File: src/design/mem_pkg.sv
/*
 * Shared types and widths for the load/store memory path.
 * Imported by the request stage, request FIFO, access handler and top level.
 */

package mem_pkg;

    localparam int xlen      = 32;       // data and address width
    localparam int be_w      = xlen / 8; // one enable per byte lane
    localparam int lane_bits = 2;        // addr[1:0] picks the lane

    // access opcode, encoded as {store, func3}
    typedef enum logic [3:0] {
        op_lb  = 4'h0,
        op_lh  = 4'h1,
        op_lw  = 4'h2,
        op_lbu = 4'h4,
        op_lhu = 4'h5,
        op_sb  = 4'h8,
        op_sh  = 4'h9,
        op_sw  = 4'ha
    } mem_op_t;

    // handler slots, data then fetch
    typedef enum logic [1:0] {
        st_data       = 2'd0,
        st_data_wait  = 2'd1,
        st_fetch      = 2'd2,
        st_fetch_wait = 2'd3
    } handler_state_t;

    // true for the five load opcodes
    function automatic logic is_load_op(input mem_op_t op);
        logic is_ld;
        case (op)
            op_lb, op_lh, op_lw, op_lbu, op_lhu: is_ld = 1'b1;
            default:                             is_ld = 1'b0;
        endcase
        return is_ld;
    endfunction

endpackage

File: src/design/lsu_request_fifo.sv
/*
 * Circular request buffer between the request stage and the access handler.
 * Holds fifo_depth decoded entries, valid/ready on both ports.
 */
`timescale 1ns/100ps

module lsu_request_fifo #(
    parameter int fifo_depth = 4
) (
    input  logic                      clk,
    input  logic                      nrst,
    input  logic                      s_valid,
    output logic                      s_ready,
    input  mem_pkg::mem_op_t          s_op,
    input  logic [mem_pkg::xlen-1:0]  s_addr,
    input  logic [mem_pkg::xlen-1:0]  s_wdata,
    input  logic [mem_pkg::be_w-1:0]  s_be,
    output logic                      q_valid,
    input  logic                      q_ready,
    output mem_pkg::mem_op_t          q_op,
    output logic [mem_pkg::xlen-1:0]  q_addr,
    output logic [mem_pkg::xlen-1:0]  q_wdata,
    output logic [mem_pkg::be_w-1:0]  q_be
);
    import mem_pkg::*;

    localparam int ptr_w = (fifo_depth > 1) ? $clog2(fifo_depth) : 1;
    localparam int cnt_w = $clog2(fifo_depth + 1);

    mem_op_t         op_mem    [fifo_depth];
    logic [xlen-1:0] addr_mem  [fifo_depth];
    logic [xlen-1:0] wdata_mem [fifo_depth];
    logic [be_w-1:0] be_mem    [fifo_depth];

    logic [ptr_w-1:0] wr_ptr, rd_ptr;
    logic [cnt_w-1:0] count;
    logic             push, pop;

    assign q_valid = (count != '0);
    // full is fine if the head leaves in the same cycle
    assign s_ready = (count != cnt_w'(fifo_depth)) || q_ready;
    assign push    = s_valid && s_ready;
    assign pop     = q_valid && q_ready;

    assign q_op    = op_mem[rd_ptr]; // head entry
    assign q_addr  = addr_mem[rd_ptr];
    assign q_wdata = wdata_mem[rd_ptr];
    assign q_be    = be_mem[rd_ptr];

    always_ff @(posedge clk or negedge nrst) begin
        if (!nrst) begin
            wr_ptr <= '0;
            rd_ptr <= '0;
            count  <= '0;
        end else begin
            if (push) wr_ptr <= (wr_ptr == ptr_w'(fifo_depth - 1)) ? '0 : wr_ptr + 1'b1;
            if (pop)  rd_ptr <= (rd_ptr == ptr_w'(fifo_depth - 1)) ? '0 : rd_ptr + 1'b1;
            case ({push, pop})
                2'b10:   count <= count + 1'b1;
                2'b01:   count <= count - 1'b1;
                default: ; // none, or both at once
            endcase
        end
    end

    always_ff @(posedge clk) begin
        if (push) begin
            op_mem[wr_ptr]    <= s_op;
            addr_mem[wr_ptr]  <= s_addr;
            wdata_mem[wr_ptr] <= s_wdata;
            be_mem[wr_ptr]    <= s_be;
        end
    end

endmodule

File: config.mk
export PLATFORM = sky130hd
export DESIGN_NAME = lsu_request_fifo
export DESIGN_NICKNAME = d
export VERILOG_FILES = /design/src/design/mem_pkg.sv /design/src/design/lsu_request_fifo.sv
export SDC_FILE = /design/constraint.sdc
export NUM_CORES = 1
export LEC_CHECK = 0
export BUFFER_PORTS_ARGS = -buffer_cell sky130_fd_sc_hd__buf_2
export CAP_MARGIN = 15
export CORE_MARGIN = 3
export CORE_UTILIZATION = 51
export CTS_BUF_LIST = sky130_fd_sc_hd__clkbuf_4 sky130_fd_sc_hd__clkbuf_8 sky130_fd_sc_hd__clkbuf_16
export CTS_CLUSTER_SIZE = 12
export DETAILED_ROUTE_END_ITERATION = 12
export GPL_ROUTABILITY_DRIVEN = 0
export PLACE_DENSITY = 0.71
export SYNTH_ARGS = -nofsm -noshare
export SYNTH_HDL_FRONTEND = slang
export SYNTH_SLANG_ARGS = --single-unit
File: constraint.sdc
create_clock -name clk -period 2.6 [get_ports clk]
set_input_delay 0.39 -clock clk [delete_from_list [all_inputs] [get_ports clk]]
set_output_delay 0.39 -clock clk [all_outputs]
set_load 0.05 [all_outputs]
==> impl_results.md <==
* Status: complete, no violations
* WL final at 19.4 mm
* Setup crit end kind: primary output
* Share of cells above drive strength 1 at 0.473
* Die Wd at approximately 150 µm
* Peak supply drop at 0.866 mV
* GRT busiest layer: met2
* Dpl cells at 836
* Power per cell area at roughly 1300 nW/µm²
* CTS Buf Count at 29
* XOR/XNOR Fraction of Synth Area at 0.00243
* Commonest cells after routing, fill and taps aside: edfxtp_1 (288), buf_2 (149), mux4_2 (72)
* Largest family of logic cells by synthesized area: multiplexers
* DIE HEIGHT at 152 µm
* Clk buf depth at 3
* Post-synthesis mux area share at 0.153
* Initial DRC Count at 253
* Tot GR Track Use at 0.171
* Initial antenna violation count at 4
* Yosys warning count at 0
* Arrival @ worst endpoint at 2.10 ns
* CP Data Required Time at 2.21 ns
* Fill cells at 1438
* Worst setup path class: flip-flop to primary output
* Via count at 4919
* Slew Limit Fails at 0
* Die area at approximately 23000 µm²
* CTS H-tree lvls at 1
* Vias in the first global route at 5247
* Tcrit/Tclk final at 0.956
* Count of final setup violators at 0
* Sequential share of the synthesized area at 0.816
* Global routing usage on met1 at 0.238
* Slew @ Worst Pin at 0.416 ns
* Finished Layout Cells at 880
* GRT Residual Overflow at 0
* Area Overhead vs Synth at 19.4%
* Synth Area per Inst at 25.8 µm²
* Leakage at 4.45 nW
* Met2 Use GR at 0.277
* Flop and latch count out of synthesis at 295
* Clk_skew at 0.0158 ns
* Compound-cell area share of the yosys netlist at 0.00162
* Net count after synthesis at 502
* Unrepaired setup endpoints after global routing: no
* First-pass GRT wire length at 29.7 mm
* Hold Vio Cnt, Final at 0
* Syn Inst Count at approximately 420
* Port bufs at 149
* Root buffer cell: clkbuf_16
* Met3 Use GR at 0.0503
* Skew-Pair Late Insertion Delay at 0.54 ns
* TritonCTS clock tree: yes
* Core area at 20600 µm²
* Synth Area in Adders at 0.00880
* Max-Cap Viols at 0
* Pin count of the biggest net entering global routing at 49
* Setup crit start kind: flip-flop
* Tmin final at 2.49 ns
* Drt wl/cell at 22.0 µm
* Antenna-violating nets left at 0
* Max FO, Critical Path at 38
* Commonest non-fill, non-tap cell in the layout: edfxtp_1
* Sink Count at 295
* Final setup TNS at 0 ns
* Fin nets at between 600 and 700
* Tightest Hold Check Type: input pin to flip-flop
* DRC Markers at 0
* Placed cell area at around 12000 µm²
* Synth Area in Simple Gates at 0.00694
* Max Clock Freq at 402 MHz
* Hpwl dp at 11.9 mm
* Max-slew headroom at 0.722
* Post-CTS sizing at 0
* Synth cell types at 21
* Cell Area, Synth at 10800 µm²
* Initial DRT Pass Iterations at 4
* # IOs at 150
* Finished Core Util at 0.628
* FP Rows at 52
* Via density at 5.59
* Initial Utilization at 0.526
* Finished Cell Area at 12900 µm²
* Clock-pin slew on the worst setup and hold paths at 0.06 ns
cell type report:
type,count,area [µm²],share of cell area
Clock inverter,4,47.5,0.00369
Clock buffer,37,786,0.0609
Tap cell,270,338,0.0262
Sequential cell,295,8830,0.684
Timing Repair Buffer,166,983,0.0762
Inverter,7,26.3,0.00204
Multi-Input combinational cell,100,1890,0.146
Antenna cell,1,2.50,0.000194
kinds of logic after synthesis:
group | after synthesis
flops | 295
simple gates | 13
compound gates | 2
mux | 75
fa+ha+maj | 7
buf+inv | 24
xor+xnor | 3
worst max-delay path, stage by stage (launching register included):
cell and delay, ns:
dfrtp_4 0.44, buf_12 0.30, mux4_2 0.58, buf_2 0.23
timing repair:
item                                    4_1_cts  5_1_grt
hold buffers                                  1        0
endpoints found under the setup margin       30        0
buffers inserted                              1        0
hold endpoints to repair                      7        0
cell usage after synthesis (all sizes together):
cell type,instances,area share
and2,1,0.00081
or3,1,0.00058
xnor2,1,0.00081
mux4,72,0.15
mux2i,1,0.00093
dfrtp,7,0.016
nor2,3,0.0010
and3,4,0.0023
or4b,1,0.00093
mux2,2,0.0021
nand3,2,0.00093
inv,7,0.0024
buf,17,0.0086
ha,6,0.0069
o21ai,2,0.0016
fa,1,0.0019
edfxtp,288,0.80
nand2,1,0.00035
xor2,2,0.0016
final timing paths:
kind | startpoint | to | slack, ns | cells past startpoint
setup reg to reg | count[0] | count[2] | 0.23 | 9
min in group asynchronous | nrst | count[1] | 0.23 | 2
setup / recovery | rd_ptr[0] | q_wdata[5] | 0.11 | 3
hold reg to reg | count[2] | count[2] | 0.50 | 1
hold / removal | s_addr[0] | addr_mem[3][0] | 0.07 | 1
max in group asynchronous | nrst | rd_ptr[0] | 2.18 | 2
metal layers:
layer  share of wire  wire length, µm
met5          0.0018               34
met4           0.019              362
met3           0.080             1550
met2            0.49             9580
met1            0.41             7870
power breakdown:
part | switching (mW) | internal (mW) | total [mW]
clock network | 1.53 | 2.19 | 3.72
logic | 4.56 | 2.06 | 6.62
registers | 0.280 | 6.23 | 6.51
total | 6.37 | 10.5 | 16.9
metrics by stage:
step / power (mW) / hold WS [ns] / worst slack (ns)
2_1_floorplan: 11.6 / 0.0944 / 0.184
3_3_place_gp: 13.2 / 0.229 / 0.301
3_5_place_dp: 13.3 / 0.239 / 0.202
4_1_cts: 17.1 / 0.0453 / 0.0588
5_1_grt: 17.6 / 0.0502 / 0.0204
6_report: 16.9 / 0.0684 / 0.113
registers in the layout, indices dropped and copies added, names as in the netlist:
name       cells
be_mem        16
rd_ptr         2
wr_ptr         2
addr_mem     128
wdata_mem    128
count          3
op_mem        16
(Power assumes the default switching activity.)
