<file path="config.mk">
export PLATFORM = sky130hd
export DESIGN_NAME = lsu_request_stage
export DESIGN_NICKNAME = d
export VERILOG_FILES = /design/src/design/mem_pkg.sv /design/src/design/lsu_request_stage.sv
export SDC_FILE = /design/constraint.sdc
export NUM_CORES = 1
export LEC_CHECK = 0
export ABC_AREA = 1
export ABC_CLOCK_PERIOD_IN_PS = 4500
export BUFFER_PORTS_ARGS = -buffer_cell sky130_fd_sc_hd__buf_2
export CAP_MARGIN = 0
export CORE_MARGIN = 2
export CORE_UTILIZATION = 30
export DETAILED_ROUTE_END_ITERATION = 10
export GPL_ROUTABILITY_DRIVEN = 0
export SETUP_SLACK_MARGIN = 0.3
export SYNTH_ARGS = -nofsm -noshare
export SYNTH_HDL_FRONTEND = slang
export SYNTH_SLANG_ARGS = --single-unit
</file>
<file path="constraint.sdc">
create_clock -name clk -period 4.5 [get_ports clk]
set_input_delay 0.225 -clock clk [delete_from_list [all_inputs] [get_ports clk]]
set_output_delay 0.225 -clock clk [all_outputs]
set_load 0.02 [all_outputs]
</file>
<file path="src/design/mem_pkg.sv">
/*
 * Shared types and widths for the load/store memory path.
 * Imported by the request stage, request FIFO, access handler and top level.
 */

package mem_pkg;

    localparam int xlen      = 32;       // data and address width
    localparam int be_w      = xlen / 8; // one enable per byte lane
    localparam int lane_bits = 2;        // addr[1:0] picks the lane

    // access opcode, encoded as {store, func3}
    typedef enum logic [3:0] {
        op_lb  = 4'h0,
        op_lh  = 4'h1,
        op_lw  = 4'h2,
        op_lbu = 4'h4,
        op_lhu = 4'h5,
        op_sb  = 4'h8,
        op_sh  = 4'h9,
        op_sw  = 4'ha
    } mem_op_t;

    // handler slots, data then fetch
    typedef enum logic [1:0] {
        st_data       = 2'd0,
        st_data_wait  = 2'd1,
        st_fetch      = 2'd2,
        st_fetch_wait = 2'd3
    } handler_state_t;

    // true for the five load opcodes
    function automatic logic is_load_op(input mem_op_t op);
        logic is_ld;
        case (op)
            op_lb, op_lh, op_lw, op_lbu, op_lhu: is_ld = 1'b1;
            default:                             is_ld = 1'b0;
        endcase
        return is_ld;
    endfunction

endpackage

</file>
<file path="src/design/lsu_request_stage.sv">
/*
 * Front stage of the load/store path. Registers one core request, turns
 * req_store/func3 into an opcode and lines store data and byte enables up
 * with the addressed lane before handing the entry to the request FIFO.
 */
`timescale 1ns/100ps

module lsu_request_stage (
    input  logic                      clk,
    input  logic                      nrst,
    input  logic                      req_valid,
    output logic                      req_ready,
    input  logic                      req_store,
    input  logic [2:0]                req_func3,
    input  logic [mem_pkg::xlen-1:0]  req_addr,
    input  logic [mem_pkg::xlen-1:0]  req_wdata,
    output logic                      s_valid,
    input  logic                      s_ready,
    output mem_pkg::mem_op_t          s_op,
    output logic [mem_pkg::xlen-1:0]  s_addr,
    output logic [mem_pkg::xlen-1:0]  s_wdata,
    output logic [mem_pkg::be_w-1:0]  s_be
);
    import mem_pkg::*;

    mem_op_t              op_dec;
    logic [lane_bits-1:0] lane;
    logic [xlen-1:0]      wdata_lane;
    logic [be_w-1:0]      be_lane;

    assign lane = req_addr[lane_bits-1:0];

    // output register free, or being drained this cycle
    assign req_ready = !s_valid || s_ready;

    // decode, unknown codes fall back to word access
    always_comb begin
        case ({req_store, req_func3})
            4'b0_000: op_dec = op_lb;
            4'b0_001: op_dec = op_lh;
            4'b0_010: op_dec = op_lw;
            4'b0_100: op_dec = op_lbu;
            4'b0_101: op_dec = op_lhu;
            4'b1_000: op_dec = op_sb;
            4'b1_001: op_dec = op_sh;
            4'b1_010: op_dec = op_sw;
            default:  op_dec = req_store ? op_sw : op_lw;
        endcase
    end

    // lane alignment of store data and enables
    always_comb begin
        case (op_dec)
            op_sb: begin
                wdata_lane = req_wdata << {lane, 3'b000};
                be_lane    = 4'b0001 << lane;
            end
            op_sh: begin
                wdata_lane = req_wdata << {lane[1], 4'b0000}; // half lane only, addr[0] ignored
                be_lane    = lane[1] ? 4'b1100 : 4'b0011;
            end
            default: begin
                wdata_lane = req_wdata; // sw, loads cleared below
                be_lane    = 4'b1111;
            end
        endcase
        if (is_load_op(op_dec)) begin
            wdata_lane = '0; // loads carry no data
            be_lane    = '0;
        end
    end

    always_ff @(posedge clk or negedge nrst) begin
        if (!nrst) begin
            s_valid <= 1'b0;
        end else if (req_ready) begin
            s_valid <= req_valid; // load new entry or go empty
        end
    end

    always_ff @(posedge clk) begin
        if (req_valid && req_ready) begin
            s_op    <= op_dec;
            s_addr  <= req_addr;
            s_wdata <= wdata_lane;
            s_be    <= be_lane;
        end
    end

endmodule

</file>
==> results by group <==
Power and ir drop
  • Leak Pwr: approximately 1.9 nW
  • VDD IR-drop max: about 0.17 mV
  • Power density over the cells: about 360 mW/mm^2

Critical path
  • Worst stage delay on the critical path: around 0.64 ns
  • Req. time, crit path: roughly 4.5 ns
  • Type of element capturing the critical path: register
  • List of cells traversed by the critical path: a21oi_4 -> buf_4
  • Top fanout value on the critical path: between 40 and 50
  • Worst Path Arrival: a little over 2 ns
  • Category of the worst setup path launch point: register
  • Type of the worst setup path: reg2reg
  • Critical path's slowest cell: sky130_fd_sc_hd__a21oi_4

Global routing
  • Number of antenna violations at the first check in global routing: 0
  • First-pass GRT wire length: 12.0 mm
  • Number of global-route vias before repair: 2398
  • Maximum number of pins on one net before global-route repair: 47
  • Grt ovf: 0
  • Total GRT Usage: 0.137

Die
  • Count of standard-cell rows: 37
  • Die X: ~110 um
  • Top-level port count: approximately 150
  • Y dimension of the die: 106 um
  • Core region area: approximately 0.01 mm^2
  • Initial cell density of the core: 0.308
  • Die area: about 0.011 mm^2

Drt
  • Count of vias placed by the detailed router: approximately 2500
  • Antenna Nets Post-Route: 0
  • Wire length per cell: between 10 and 15 um
  • Number of violations reported at the end of detailed-routing iteration 0: around 240
  • Vias per Instance: about 4.4
  • Number of optimization iterations in the first detailed-route pass: 4
  • Routed wire length: ~8.0 mm
  • DRC viols: 0

Logic synthesis
  • Mean area per synthesized cell: 11.7 um^2
  • Synth area leaders: sky130_fd_sc_hd__edfxtp_1, sky130_fd_sc_hd__nand2_1, sky130_fd_sc_hd__a21oi_1
  • Multiplexer fraction of the synthesized cell area: 0
  • Most used flip-flop cell after synthesis: sky130_fd_sc_hd__edfxtp_1
  • Synth cell types: 29
  • Number of synthesized register bits: 73
  • Share of synthesized cell area in full adder, half adder and majority cells: 0
  • Simple-gate area share of the yosys netlist: 0.163
  • Net count of the mapped netlist: roughly 340
  • Fraction of synthesized cell area taken by the top area cell type: 0.687
  • Parity-gate share of the synthesized area counting xor and xnor cells: 0
  • Count of flip-flops with a built-in enable after synthesis: between 70 and 80
  • Compound-cell area share of the yosys netlist: 0.0815
  • Warning count from the yosys run: 0
  • Dominant combinational cell family by area after synthesis: simple AND/OR/NAND/NOR gates
  • Async set or reset register ratio after synthesis: 0.0137
  • Dominant cell by count in the synthesized netlist: sky130_fd_sc_hd__edfxtp_1
  • Most frequent cells after synthesis: sky130_fd_sc_hd__edfxtp_1, sky130_fd_sc_hd__nand2_1, sky130_fd_sc_hd__nor2_1
  • Top cell type by total area after synthesis: sky130_fd_sc_hd__edfxtp_1
  • Number of standard cells after synthesis: 269
  • Cell area after synthesis: around 0.0031 mm^2
  • Share of the yosys chip area belonging to registers: 0.695

Hold path
  • Hold crit path type: in2reg

Clock tree
  • Count of cells resized by post-cts repair: 0
  • Number of H-tree levels: 3
  • Sinks on Clock Net: 73
  • Clock latency at the later pin of the worst-skew pair: between 0.3 and 0.4 ns
  • CTS tree: yes
  • Clock root buffer master: sky130_fd_sc_hd__clkbuf_8
  • Max Root-Sink Buffers: 2
  • Number of CTS-inserted buffers: 9
  • Clock transition at the registers of the reported paths: 0.08 ns

Run status
  • Result of the run: finished clean

Final layout
  • Synth-to-Final Area Change: 33.9%
  • Fraction of final layout cells with drive strength greater than 1: 0.420
  • Total Nets Final: 491
  • Post-layout instance count excluding filler cells: roughly 560

Timing
  • Max Slew Vio Count: 0
  • Final period utilization: 0.464
  • Layout Skew: 0.0104 ns
  • Post-Route Hold Slack: 0.0578 ns
  • Count of final hold-check violations: 0
  • Top achievable clock speed: 479 MHz
  • Unrepaired setup endpoints after global routing: false
  • Total of endpoints with negative setup slack in the final report: 0
  • Worst slew slack as a fraction of its limit: 0.486
  • Time the final worst path needs with I/O delays and setup: approximately 2.1 ns
  • Total negative slack: 0 ns
  • Transition time of the tightest slew-check pin: around 0.77 ns

Place
  • Total placed cells including tap cells: roughly 540
  • Final HPWL from detailed placement: 6.01 mm
  • IO buf count: 145

Job
  • # Max-Cap Violations: 0
## report_power, final
part	internal, mW	leakage (nW)	switching [mW]
sequential	0.795	0.707	0.00920
clock	0.258	0.0964	0.245
combinational	0.0701	1.11	0.146
total	1.12	1.91	0.400
## registers in the layout, summed over array words and instances, names as in the netlist
signal,count
s_valid,1
s_addr,32
s_wdata,32
s_be,4
s_op,4
## layout by cell type (no fill, tap or decap)
cell / count
sky130_fd_sc_hd__diode_2: 1
sky130_fd_sc_hd__buf_2: 145
sky130_fd_sc_hd__dfrtp_1: 1
sky130_fd_sc_hd__o21ai_0: 16
sky130_fd_sc_hd__nand2_2: 1
sky130_fd_sc_hd__nand3_4: 1
sky130_fd_sc_hd__o21a_1: 1
sky130_fd_sc_hd__nand3_1: 10
sky130_fd_sc_hd__clkinvlp_4: 1
sky130_fd_sc_hd__inv_6: 1
sky130_fd_sc_hd__inv_2: 3
sky130_fd_sc_hd__a21oi_1: 31
sky130_fd_sc_hd__o21ai_2: 1
sky130_fd_sc_hd__bufinv_16: 1
sky130_fd_sc_hd__buf_4: 1
sky130_fd_sc_hd__dlygate4sd3_1: 1
sky130_fd_sc_hd__nor3b_1: 1
sky130_fd_sc_hd__nor3_1: 2
sky130_fd_sc_hd__clkinv_4: 3
sky130_fd_sc_hd__clkinv_2: 1
sky130_fd_sc_hd__nand2_4: 3
sky130_fd_sc_hd__nand4_1: 1
sky130_fd_sc_hd__nand3b_1: 1
sky130_fd_sc_hd__nor2_8: 1
sky130_fd_sc_hd__nor2_1: 34
sky130_fd_sc_hd__edfxtp_1: 72
sky130_fd_sc_hd__nand2_1: 44
sky130_fd_sc_hd__nand3_2: 1
sky130_fd_sc_hd__nor2_4: 1
sky130_fd_sc_hd__clkbuf_1: 1
sky130_fd_sc_hd__nor2_2: 1
sky130_fd_sc_hd__a21oi_4: 1
sky130_fd_sc_hd__clkbuf_8: 9
sky130_fd_sc_hd__nand4_4: 1
sky130_fd_sc_hd__nand4_2: 1
sky130_fd_sc_hd__inv_1: 30
## cells by family (layout without fill, tap and decap cells)
kind of cell | Yosys count | in the layout
other cells | 0 | 1
flops | 73 | 73
simple gates | 104 | 104
buf+inv | 42 | 197
compound gates | 50 | 50
## what timing repair did
| action | CTS | global route |
|---|---|---|
| hold buffers | 1 | 0 |
| hold endpoints to repair | 1 | 0 |
| setup buffers | 0 | 0 |
## metal layers
layer,routed length (um),part of all wire,track usage
met1,3390,0.43,0.173
met2,3710,0.47,0.217
met4,131,0.016,0.0538
met3,738,0.093,0.0466
met5,0,0,0
## per-stage QoR
stage          power [mW]  area [um^2]  worst slack [ns]  utilization
4_1_cts              1.54         4210              2.37        0.412
6_report             1.52         4210              2.41        0.412
3_3_place_gp         1.03         4000              2.44        0.391
3_5_place_dp         1.04         4000              2.39        0.391
2_1_floorplan       0.949         3150              1.59            -
5_1_grt              1.59         4210              2.25        0.412
## worst max-delay path, delay by kind of cell, from the launching register on
family | cells | cell delay, ns
AOI/OAI and AO/OA | 1 | 0.64
buffers and inverters | 1 | 0.62
DFF | 1 | 0.42
## path summary, 6_finish.rpt
kind                               from    endpoint  slack (ns)  cells after the start
setup reg to reg                s_valid  s_wdata[3]        2.41                      2
hold reg to reg                 s_valid     s_valid        0.59                      2
hold / removal             req_addr[13]  s_addr[13]        0.06                      1
max in group asynchronous          nrst     s_valid        4.22                      2
min in group asynchronous          nrst     s_valid        0.20                      2
setup / recovery                s_valid  s_wdata[3]        2.41                      2
## layout make-up
class / instances / area [um^2]
fillers: 1012 / 6020
clock buffers: 10 / 128
well taps: 136 / 170
clock inverters: 6 / 68.8
multi-input cells: 154 / 781
diodes: 1 / 2.50
inverters: 34 / 133
repair buffers: 147 / 743
flip-flops and latches: 73 / 2190
Note: power is estimated with default switching activity, not from simulation.
