$ cat src/design/mem_pkg.sv
/*
 * Shared types and widths for the load/store memory path.
 * Imported by the request stage, request FIFO, access handler and top level.
 */

package mem_pkg;

    localparam int xlen      = 32;       // data and address width
    localparam int be_w      = xlen / 8; // one enable per byte lane
    localparam int lane_bits = 2;        // addr[1:0] picks the lane

    // access opcode, encoded as {store, func3}
    typedef enum logic [3:0] {
        op_lb  = 4'h0,
        op_lh  = 4'h1,
        op_lw  = 4'h2,
        op_lbu = 4'h4,
        op_lhu = 4'h5,
        op_sb  = 4'h8,
        op_sh  = 4'h9,
        op_sw  = 4'ha
    } mem_op_t;

    // handler slots, data then fetch
    typedef enum logic [1:0] {
        st_data       = 2'd0,
        st_data_wait  = 2'd1,
        st_fetch      = 2'd2,
        st_fetch_wait = 2'd3
    } handler_state_t;

    // true for the five load opcodes
    function automatic logic is_load_op(input mem_op_t op);
        logic is_ld;
        case (op)
            op_lb, op_lh, op_lw, op_lbu, op_lhu: is_ld = 1'b1;
            default:                             is_ld = 1'b0;
        endcase
        return is_ld;
    endfunction

endpackage

$ cat src/design/mem_access_handler.sv
/*
 * Memory access handler. Alternates a data slot serving the request FIFO
 * with an instruction fetch slot at pc, waits out memory busy, and returns
 * sign/zero-extended load data or the fetched word as one-cycle pulses.
 */
`timescale 1ns/100ps

module mem_access_handler #(
    parameter int mem_words = 256
) (
    input  logic                          clk,
    input  logic                          nrst,
    input  logic                          q_valid,
    output logic                          q_ready,
    input  mem_pkg::mem_op_t              q_op,
    input  logic [mem_pkg::xlen-1:0]      q_addr,
    input  logic [mem_pkg::xlen-1:0]      q_wdata,
    input  logic [mem_pkg::be_w-1:0]      q_be,
    input  logic [mem_pkg::xlen-1:0]      pc,
    output logic                          mem_req,
    output logic                          mem_we,
    output logic [mem_pkg::be_w-1:0]      mem_be,
    output logic [$clog2(mem_words)-1:0]  mem_word_addr,
    output logic [mem_pkg::xlen-1:0]      mem_wdata,
    input  logic                          mem_busy,
    input  logic [mem_pkg::xlen-1:0]      mem_rdata,
    output logic                          load_valid,
    output logic [mem_pkg::xlen-1:0]      load_data,
    output logic                          instr_valid,
    output logic [mem_pkg::xlen-1:0]      instruction
);
    import mem_pkg::*;

    localparam int addr_w = $clog2(mem_words);

    handler_state_t       state, state_nxt;
    mem_op_t              pend_op;   // op of data access in flight
    logic [lane_bits-1:0] pend_lane; // its byte offset
    logic                 start_data;
    logic                 data_done, fetch_done;
    logic [xlen-1:0]      byte_shift, half_shift, ext_data;

    // data access begins only with a queued request and an idle memory
    assign start_data = (state == st_data) && q_valid && !mem_busy;
    assign data_done  = (state == st_data_wait) && !mem_busy;
    assign fetch_done = (state == st_fetch_wait) && !mem_busy;
    assign q_ready    = start_data;

    always_comb begin
        state_nxt     = state;
        mem_req       = 1'b0;
        mem_we        = 1'b0;
        mem_be        = '0;
        mem_word_addr = q_addr[addr_w+1:2];
        mem_wdata     = q_wdata;
        case (state)
            st_data: begin
                if (start_data) begin
                    mem_req   = 1'b1;
                    mem_we    = !is_load_op(q_op);
                    mem_be    = q_be;
                    state_nxt = st_data_wait;
                end else if (!q_valid) begin
                    state_nxt = st_fetch; // nothing queued, skip slot
                end
            end
            st_data_wait:  if (!mem_busy) state_nxt = st_fetch;
            st_fetch: begin
                mem_word_addr = pc[addr_w+1:2]; // pc taken here
                if (!mem_busy) begin
                    mem_req   = 1'b1;
                    state_nxt = st_fetch_wait;
                end
            end
            st_fetch_wait: if (!mem_busy) state_nxt = st_data;
            default:       state_nxt = st_data;
        endcase
    end

    // lane select and extension of returned word
    always_comb begin
        byte_shift = mem_rdata >> {pend_lane, 3'b000};
        half_shift = mem_rdata >> {pend_lane[1], 4'b0000};
        case (pend_op)
            op_lb:   ext_data = {{24{byte_shift[7]}}, byte_shift[7:0]};
            op_lbu:  ext_data = {24'b0, byte_shift[7:0]};
            op_lh:   ext_data = {{16{half_shift[15]}}, half_shift[15:0]};
            op_lhu:  ext_data = {16'b0, half_shift[15:0]};
            default: ext_data = mem_rdata; // lw
        endcase
    end

    always_ff @(posedge clk or negedge nrst) begin
        if (!nrst) begin
            state       <= st_data;
            load_valid  <= 1'b0;
            instr_valid <= 1'b0;
        end else begin
            state       <= state_nxt;
            load_valid  <= data_done && is_load_op(pend_op); // stores stay silent
            instr_valid <= fetch_done;
        end
    end

    always_ff @(posedge clk) begin
        if (start_data) begin
            pend_op   <= q_op;
            pend_lane <= q_addr[lane_bits-1:0];
        end
        if (data_done)  load_data   <= ext_data;
        if (fetch_done) instruction <= mem_rdata; // raw word
    end

endmodule

$ cat config.mk
export PLATFORM = sky130hd
export DESIGN_NAME = mem_access_handler
export DESIGN_NICKNAME = d
export VERILOG_FILES = /design/src/design/mem_pkg.sv /design/src/design/mem_access_handler.sv
export SDC_FILE = /design/constraint.sdc
export NUM_CORES = 1
export LEC_CHECK = 0
export BUFFER_PORTS_ARGS = -buffer_cell sky130_fd_sc_hd__buf_2
export CORE_ASPECT_RATIO = 0.7
export CORE_MARGIN = 2
export CORE_UTILIZATION = 40
export CTS_CLUSTER_DIAMETER = 150
export DETAILED_ROUTE_END_ITERATION = 10
export GPL_ROUTABILITY_DRIVEN = 0
export PLACE_DENSITY = 0.79
export SYNTH_ARGS = -nofsm -noshare
export SYNTH_HDL_FRONTEND = slang
export SYNTH_SLANG_ARGS = --single-unit
$ cat constraint.sdc
create_clock -name clk -period 3.5 [get_ports clk]
set_input_delay 0.875 -clock clk [delete_from_list [all_inputs] [get_ports clk]]
set_output_delay 0.875 -clock clk [all_outputs]
set_load 0.02 [all_outputs]
==> results of run 1 <==
critical path, stage by stage, from the launching register on:
cell and delay [ns]:
dfrtp_1 0.39, inv_1 0.11, ha_1 0.24, nand2_1 0.07, nor2_1 0.26, buf_4 0.24
o21a_1 0.13, buf_2 0.16
flip-flops by register name, indices dropped and copies added, names as in the netlist:
name and cells:
pend_lane 2, instruction 32, load_valid 1, pend_op 4, instr_valid 1, load_data 32
state 2
cell type report:
class	instances	area, um2
fill	730	4090
multi-input combinational	135	925
inverter	5	18.8
clock buffer	9	225
sequential	74	2200
timing repair buffer	144	726
clock inverter	6	90.1
tap	105	131
through the flow:
| stage | area, um2 | hold WS, ns | instances | utilization (%) | total power [mW] |
|---|---|---|---|---|---|
| 2_1_floorplan | 3450 | 0.540 | 257 | - | 1.66 |
| 3_3_place_gp | 4000 | 0.565 | 463 | 47.6 | 1.82 |
| 3_5_place_dp | 4000 | 0.585 | 463 | 47.6 | 1.84 |
| 4_1_cts | 4320 | 0.335 | 478 | 51.4 | 2.82 |
| 5_1_grt | 4320 | 0.342 | 478 | 51.4 | 2.91 |
| 6_report | 4320 | 0.344 | 478 | 51.4 | 2.79 |
Yosys cell counts, types with 2 or more instances:
master	count	area share (%)
o21a_1	3	0.65
a22o_1	7	1.8
mux2_2	16	5.2
a21oi_2	10	2.5
a21oi_1	16	2.3
and2_1	4	0.73
inv_1	5	0.54
nor2_1	23	2.5
buf_6	2	0.65
mux2i_1	2	0.58
nor2b_1	2	0.36
nand2_1	20	2.2
o22ai_1	6	1.1
edfxtp_1	70	61
buf_2	4	0.58
ha_1	4	1.5
clkbuf_1	3	0.33
buf_4	32	7.0
o21ai_0	4	0.58
dfrtp_1	4	2.9
how the worst max path moves through the flow:
stage	endpoint	slack, ns	depth (start not counted)
floorplan	mem_be[0]	0.66	3
global placement	mem_we	0.80	5
detailed placement	mem_we	0.79	5
CTS	mem_we	0.71	7
global route	mem_we	0.53	7
finish	mem_we	0.71	7
placed cells by master, fill, tap and decap left out, drive strengths merged:
cell,n
buf,144
edfxtp,70
a21oi,27
nor2,24
nand2,20
mux2,16
clkbuf,9
a22o,7
o22ai,6
inv,6
and2,5
o21ai,4
ha,4
dfrtp,4
o21a,3
mux2i,2
nor2b,2
bufinv,2
or2,2
clkinv,2
a31oi,1
o31ai,1
nand2b,1
nand3,1
and2b,1
a2bb2oi,1
o2bb2ai,1
a22oi,1
and3b,1
a21boi,1
a221o,1
nor3,1
a211oi,1
clkinvlp,1
kinds of logic after synthesis:
family / count (synthesis) / synth area share [%]
DFF: 74 / 63.9
and+or+nand+nor: 58 / 7.51
AOI/OAI and AO/OA: 55 / 11.6
buffers and inverters: 48 / 9.76
muxes: 18 / 5.81
adders and majority gates: 4 / 1.45
where the power goes:
| part | leakage (nW) | internal, mW | switching [mW] | total, mW |
|---|---|---|---|---|
| Sequential | 0.689 | 1.11 | 0.0391 | 1.15 |
| Clock | 0.152 | 0.622 | 0.347 | 0.969 |
| Combinational | 0.972 | 0.244 | 0.429 | 0.673 |
| Total | 1.81 | 1.97 | 0.815 | 2.79 |
layer usage:
metal  share of wire (%)  wire length, um  GRT usage (%)  up-vias
met4                 1.3              117           7.11        0
li1                    -                -              -     1125
met2                  51             4440           32.5      142
met5                   0                0              0        -
met3                 8.6              751           7.31       12
met1                  39             3470           20.5     1152
==> impl_metrics.toml, run 1 <==
[detailed_routing]
via_per_inst = 5.09
drc = 0
routedWlPerCell_um = 18.4
finalWirelength_um = 8770
antenna_left = 0
first_iter_violations = 131
num_vias = 2431
first_pass_iters = 5

[sta]
setup_ws_ns = 0.713
finalSetupTns_ns = 0
period_minus_slack_ns = 2.79
finClkSkew_ns = 0.00490
worstMarginPinSlew_ns = 0.993
rsz0062_at_grt = "no"
slew_violations = 0
hold_viol = 0
final-setup-viol-count = 0
fin_crit_sh_pct = 79.6
slew_headroom_pct = 33.6
max_freq_mhz = 359

[power]
p_per_area_nw_per_um2 = 646
ir_drop_mv = 0.471
leakagePower_nw = 1.81

[global_route]
grt_pass1_vias = 2421
grt_use_total_pct = 18.5
grt_max_degree = 34
antenna_found_initial = 0
grt_pass1_wl_um = 12600
overflow = 0

[floorplanning]
start_util_pct = 41.0
dieWidth_um = 115
rows = 28
core-area_um2 = 8410
dieHeight_um = 81.7
die-area_um2 = 9390
io_pins = 253

[setup_path]
critical_path_class = "reg -> out"
worstPathMaxFanout = 9
setup.worst_path.start = "state[1]"
critPathCaptureType = "output port"
required_ns = 2.62
critPathArrivalTime_ns = 1.91
r2r_slack_ns = 1.38
worstSetupStartpointType = "flip-flop"
r2r_cells = 4
rr_endpoint = "load_data[19]"
r2r_start = "pend_lane[1]"

[clocking]
h-tree-depth = 3
cts_setup_buffers = 0
cts_tree = "built"
cts_hold_buf = 0
cts_inserted_buffers = 9
root_buffer = "clkbuf_16"
clock-sinks = 74
cts_resized = 0
clock_latency_ns = 0.33
clk_pin_slew_ns = 0.05
clockBufferDepth = 2

[cells_and_area]
final_nets = 513
diodes = 0
drive_gt1_share_pct = 51.5
syn2layout_area_growth_pct = 25.2

[synthesis]
syn_inst = 257
synth_seq_area_share_pct = 63.9
ys_ff_latch = 74
synth_cell_types = 40
async_reset_ff_share_pct = 5.41
ys.flop_type = "edfxtp_1"
syn_area_um2 = 3450
yosysWarnings = 0
syn_area_per_cell_um2 = 13.4
synthesis.nets = 401
synth-edff-count = 70

[placed_design]
numPortBuffers = 142
dp_hpwl_um = 6480
dp_slack_ns = 0.792

[flow_run]
maxCapViolations = 0

[run_status]
status = "finished clean"

[hold_path]
hp-class = "in -> async"
Power figures use the tool's default switching activity.
==> run 2, diff against run 1 <==
Clock period 3.5 ns to 2.76 ns, I/O delays scaled along.
==> run 2 against run 1 <==
  * Critical path depth decreased by 1
  * Non-clock buffer count increased by 3
  * Utilization increased by 0.58 points
  * Combinational power increased by 29%
  * Clock power increased by 37%
  * Register-to-register slack got worse by 0.54 ns
  * Worst setup slack got worse by 0.46 ns
  * Power increased by 31%
  * Worst hold slack got worse by 0.18 ns
  * Die area unchanged
  * Cell area increased by 1.1%
  * Largest cell class unchanged
==> impl_metrics.toml, run 2 (synthesis results as in run 1) <==
[cells_and_area]
layout_common_cells = "buf_2, edfxtp_1, nor2_1, nand2_1"
top_regs = "instruction (32), load_data (32), pend_op (4)"
fin_cells = 481
diodes = 0
post-route-util_pct = 51.9
final_nets = 516
syn2layout_area_growth_pct = 26.6
drive_gt1_share_pct = 51.9
mostFrequentLayoutCell = "buf_2"

[floorplanning]
rows = 28
dieHeight_um = 81.7
io_pins = 253
dieWidth_um = 115
start_util_pct = 41.0
die-area_um2 = 9390
core-area_um2 = 8410

[placed_design]
dp_hpwl_um = 6630
numPortBuffers = 142
dp.cells = 466

[clocking]
cts_tree = "built"
cts_hold_buf = 0
clk_pin_slew_ns = 0.05
clock-sinks = 74
clockBufferDepth = 2
cts_resized = 0
h-tree-depth = 3
cts_setup_buffers = 0
root_buffer = "clkbuf_16"
clock_latency_ns = 0.33
cts_inserted_buffers = 9

[sta]
slew_headroom_pct = 41.4
period_minus_slack_ns = 2.51
holdWs_ns = 0.160
finalSetupTns_ns = 0
hold_viol = 0
worstMarginPinSlew_ns = 0.878
finClkSkew_ns = 0.00735
slew_violations = 0
fin_crit_sh_pct = 90.9
rsz0062_at_grt = "no"
max_freq_mhz = 398
final-setup-viol-count = 0

[detailed_routing]
antenna_left = 0
via_per_inst = 5.19
routedWlPerCell_um = 18.5
first_pass_iters = 6
drc = 0
first_iter_violations = 140
finalWirelength_um = 8920
num_vias = 2497

[global_route]
antenna_found_initial = 0
grt_pass1_wl_um = 12800
grt_pass1_vias = 2436
overflow = 0
grt_use_total_pct = 18.7
grt_max_degree = 34

[flow_run]
maxCapViolations = 0

[setup_path]
cp_top_family = "simple AND/OR/NAND/NOR gates"
cp_slowest_cell = "dfrtp_1"
critPathCaptureType = "output port"
required_ns = 2.07
worstPathMaxFanout = 7
path_buf_inv = 2
worstSetupStartpointType = "flip-flop"
slowest_delay_ns = 0.40
crit_chain = "inv_1, ha_1, nand2_1, nor2_1, and2_1, buf_2"
critical_path_class = "reg -> out"
critPathArrivalTime_ns = 1.82

[power]
total_power_mw = 3.65
leakagePower_nw = 1.84
ir_drop_mv = 0.522
p_per_area_nw_per_um2 = 835

[run_status]
status = "finished clean"

[hold_path]
hp-class = "in -> async"
-- run 2: cell types whose count changed in the layout (fill, tap and decap cells not counted), sizes merged --
cell	change
buf	+3
bufinv	+1
clkinv	+1
clkinvlp	-1
inv	-1
-- run 2: power breakdown --
| group | switching, mW | internal (mW) | leakage (nW) |
|---|---|---|---|
| registers | 0.0449 | 1.40 | 0.689 |
| clock network | 0.444 | 0.882 | 0.166 |
| logic | 0.555 | 0.316 | 0.988 |
| total | 1.04 | 2.60 | 1.84 |
-- run 2: through the flow --
step / cell area (um2) / setup WS, ns
global placement: 4030 / 0.519
finish: 4370 / 0.250
detailed placement: 4030 / 0.514
floorplan: 3450 / 0.165
global route: 4370 / 0.0745
CTS: 4370 / 0.228
-- run 2: final cells by class --
class                           count  area, um2
Fill cell                         739       4040
Sequential cell                    74       2200
Multi-Input combinational cell    135        925
Timing Repair Buffer              147        748
Clock buffer                        9        225
Tap cell                          105        131
Clock inverter                      6        116
Inverter                            5       18.8
-- run 2: path summary, 6_finish.rpt --
check	startpoint	to	slack, ns	depth (start not counted)
max	state[1]	mem_be[0]	0.25	6
min	nrst	instr_valid	0.16	1
max reg2reg	pend_op[1]	load_data[31]	0.84	3
min reg2reg	state[0]	state[0]	0.61	1
max in group asynchronous	nrst	state[1]	2.48	1
min in group clk	q_addr[0]	pend_lane[0]	0.55	1
-- run 2: worst reg2reg max path, stage by stage (launching register included) --
cell and delay (ns):
edfxtp_1 0.40, nor2_2 0.40, nand2_1 0.64, a21oi_1 0.33
-- run 2: routing by layer --
| metal | vias to the layer above | GRT usage [%] | share of wire [%] | wire (um) |
|---|---|---|---|---|
| met5 | - | 0 | 0 | 0 |
| met4 | 0 | 5.30 | 1.1 | 95 |
| met3 | 9 | 6.27 | 8.6 | 767 |
| met2 | 147 | 34.5 | 51 | 4580 |
| met1 | 1210 | 20.9 | 39 | 3470 |
| li1 | 1131 | - | - | - |
==> run 3, diff against run 2 <==
Settings changed: CORE_UTILIZATION 40 to 41, PLACE_DENSITY 0.79 to 0.81.
==> run 3 against run 2 <==
  * Global-route usage grew 0.44 points
  * Clock power shrank 24%
  * Clock-buffer cell count is the same
  * Highest routed layer unchanged
==> impl_metrics.toml, run 3 (synthesis results as in run 1) <==
[sta]
hold_viol = 0
period_minus_slack_ns = 2.52
max_freq_mhz = 397
slew_violations = 0
setup_ws_ns = 0.242
worstMarginPinSlew_ns = 0.916
fin_crit_sh_pct = 91.2
finalSetupTns_ns = 0
finClkSkew_ns = 0.00396
slew_headroom_pct = 38.8
final-setup-viol-count = 0
rsz0062_at_grt = "no"

[power]
p_int_mw = 2.31
pwr-share-clk_pct = 30.5
combinationalPowerShare_pct = 25.7
total_switching_power_mw = 1.00
leakagePower_nw = 1.81
p_seq_share_pct = 43.7
sw_frac_of_total_pct = 30.2
p_per_area_nw_per_um2 = 775
ir_drop_mv = 0.507

[cells_and_area]
diodes = 0
post-route-util_pct = 53.5
final_nets = 516
layout_common_cells = "buf_2, edfxtp_1, nor2_1, nand2_1"
fin_cells = 477
drive_gt1_share_pct = 51.6
mostFrequentLayoutCell = "buf_2"
syn2layout_area_growth_pct = 24.1
top_regs = "instruction (32), load_data (32), pend_op (4)"

[clocking]
cts_setup_buffers = 0
cts_resized = 0
cts_hold_buf = 0
cts_inserted_buffers = 9
clockBufferDepth = 2
h-tree-depth = 3
clk_pin_slew_ns = 0.05
clock_latency_ns = 0.33
root_buffer = "clkbuf_16"
cts_tree = "built"
clock-sinks = 74

[global_route]
overflow = 0
grt_pass1_vias = 2410
grt_use_total_pct = 19.2
antenna_found_initial = 0
grt_pass1_wl_um = 12800
grt_max_degree = 34

[hold_path]
hp-class = "in -> async"

[floorplanning]
dieWidth_um = 114
rows = 27
io_pins = 253
core-area_um2 = 8010
dieHeight_um = 80.7
start_util_pct = 43.1
die-area_um2 = 9170

[detailed_routing]
drc = 0
antenna_left = 0
first_iter_violations = 167
finalWirelength_um = 8740
via_per_inst = 5.14
first_pass_iters = 4
routedWlPerCell_um = 18.3
num_vias = 2454

[setup_path]
critPathCaptureType = "output port"
critPathArrivalTime_ns = 1.83
worstPathMaxFanout = 7
required_ns = 2.07
critical_path_class = "reg -> out"
worstSetupStartpointType = "flip-flop"

[run_status]
status = "finished clean"

[placed_design]
numPortBuffers = 142
dp_hpwl_um = 6610
dp.cells = 462
dp_slack_ns = 0.490

[flow_run]
maxCapViolations = 0
-- run 3: path summary, 6_finish.rpt --
| check | cells after the start | endpoint | from | slack [ns] |
|---|---|---|---|---|
| worst max-delay path | 6 | mem_be[2] | state[0] | 0.24 |
| worst min-delay path | 1 | state[1] | nrst | 0.16 |
| worst max register to register | 3 | load_data[31] | pend_op[1] | 0.82 |
| worst min register to register | 1 | state[0] | state[0] | 0.62 |
| max in group asynchronous | 1 | instr_valid | nrst | 2.47 |
| min in group clk | 1 | pend_lane[0] | q_addr[0] | 0.54 |
-- run 3: per-layer routing --
layer  routed length, um  vias up  track usage [%]
li1                    -     1132                -
met1                3280     1159             21.2
met2                4450      152             33.7
met3                 888       11             7.84
met4                 126        0             7.07
met5                   0        -                0
-- run 3: worst max-delay path: stages, from the launching register on --
cell and delay (ns):
dfrtp_1 0.42, inv_1 0.10, ha_1 0.21, nand2_1 0.06, nor2_1 0.32, and2_1 0.21, buf_2 0.17
-- run 3: power by group through the flow --
stage | Clock [mW] | Combinational [mW] | Sequential (mW)
finish | 1.01 | 0.854 | 1.45
global route | 1.08 | 0.925 | 1.46
CTS | 1.04 | 0.862 | 1.45
detailed placement | 0 | 0.857 | 1.47
global placement | 0 | 0.840 | 1.47
floorplan | 0 | 0.502 | 1.61
-- run 3: through the flow --
step | instance area, um2 | hold WS [ns] | power, mW
after floorplan | 3450 | 0.394 | 2.11
after global placement | 4020 | 0.501 | 2.31
after detailed placement | 4020 | 0.507 | 2.33
after CTS | 4280 | 0.156 | 3.35
after global routing | 4280 | 0.161 | 3.47
final | 4280 | 0.163 | 3.32
-- run 3: layout make-up --
| type | instances | area [um2] |
|---|---|---|
| multi-input combinational | 135 | 925 |
| clock inverter | 6 | 35.0 |
| fill | 709 | 3730 |
| clock buffer | 9 | 225 |
| sequential | 74 | 2200 |
| inverter | 5 | 18.8 |
| tap | 101 | 126 |
| timing repair buffer | 147 | 748 |
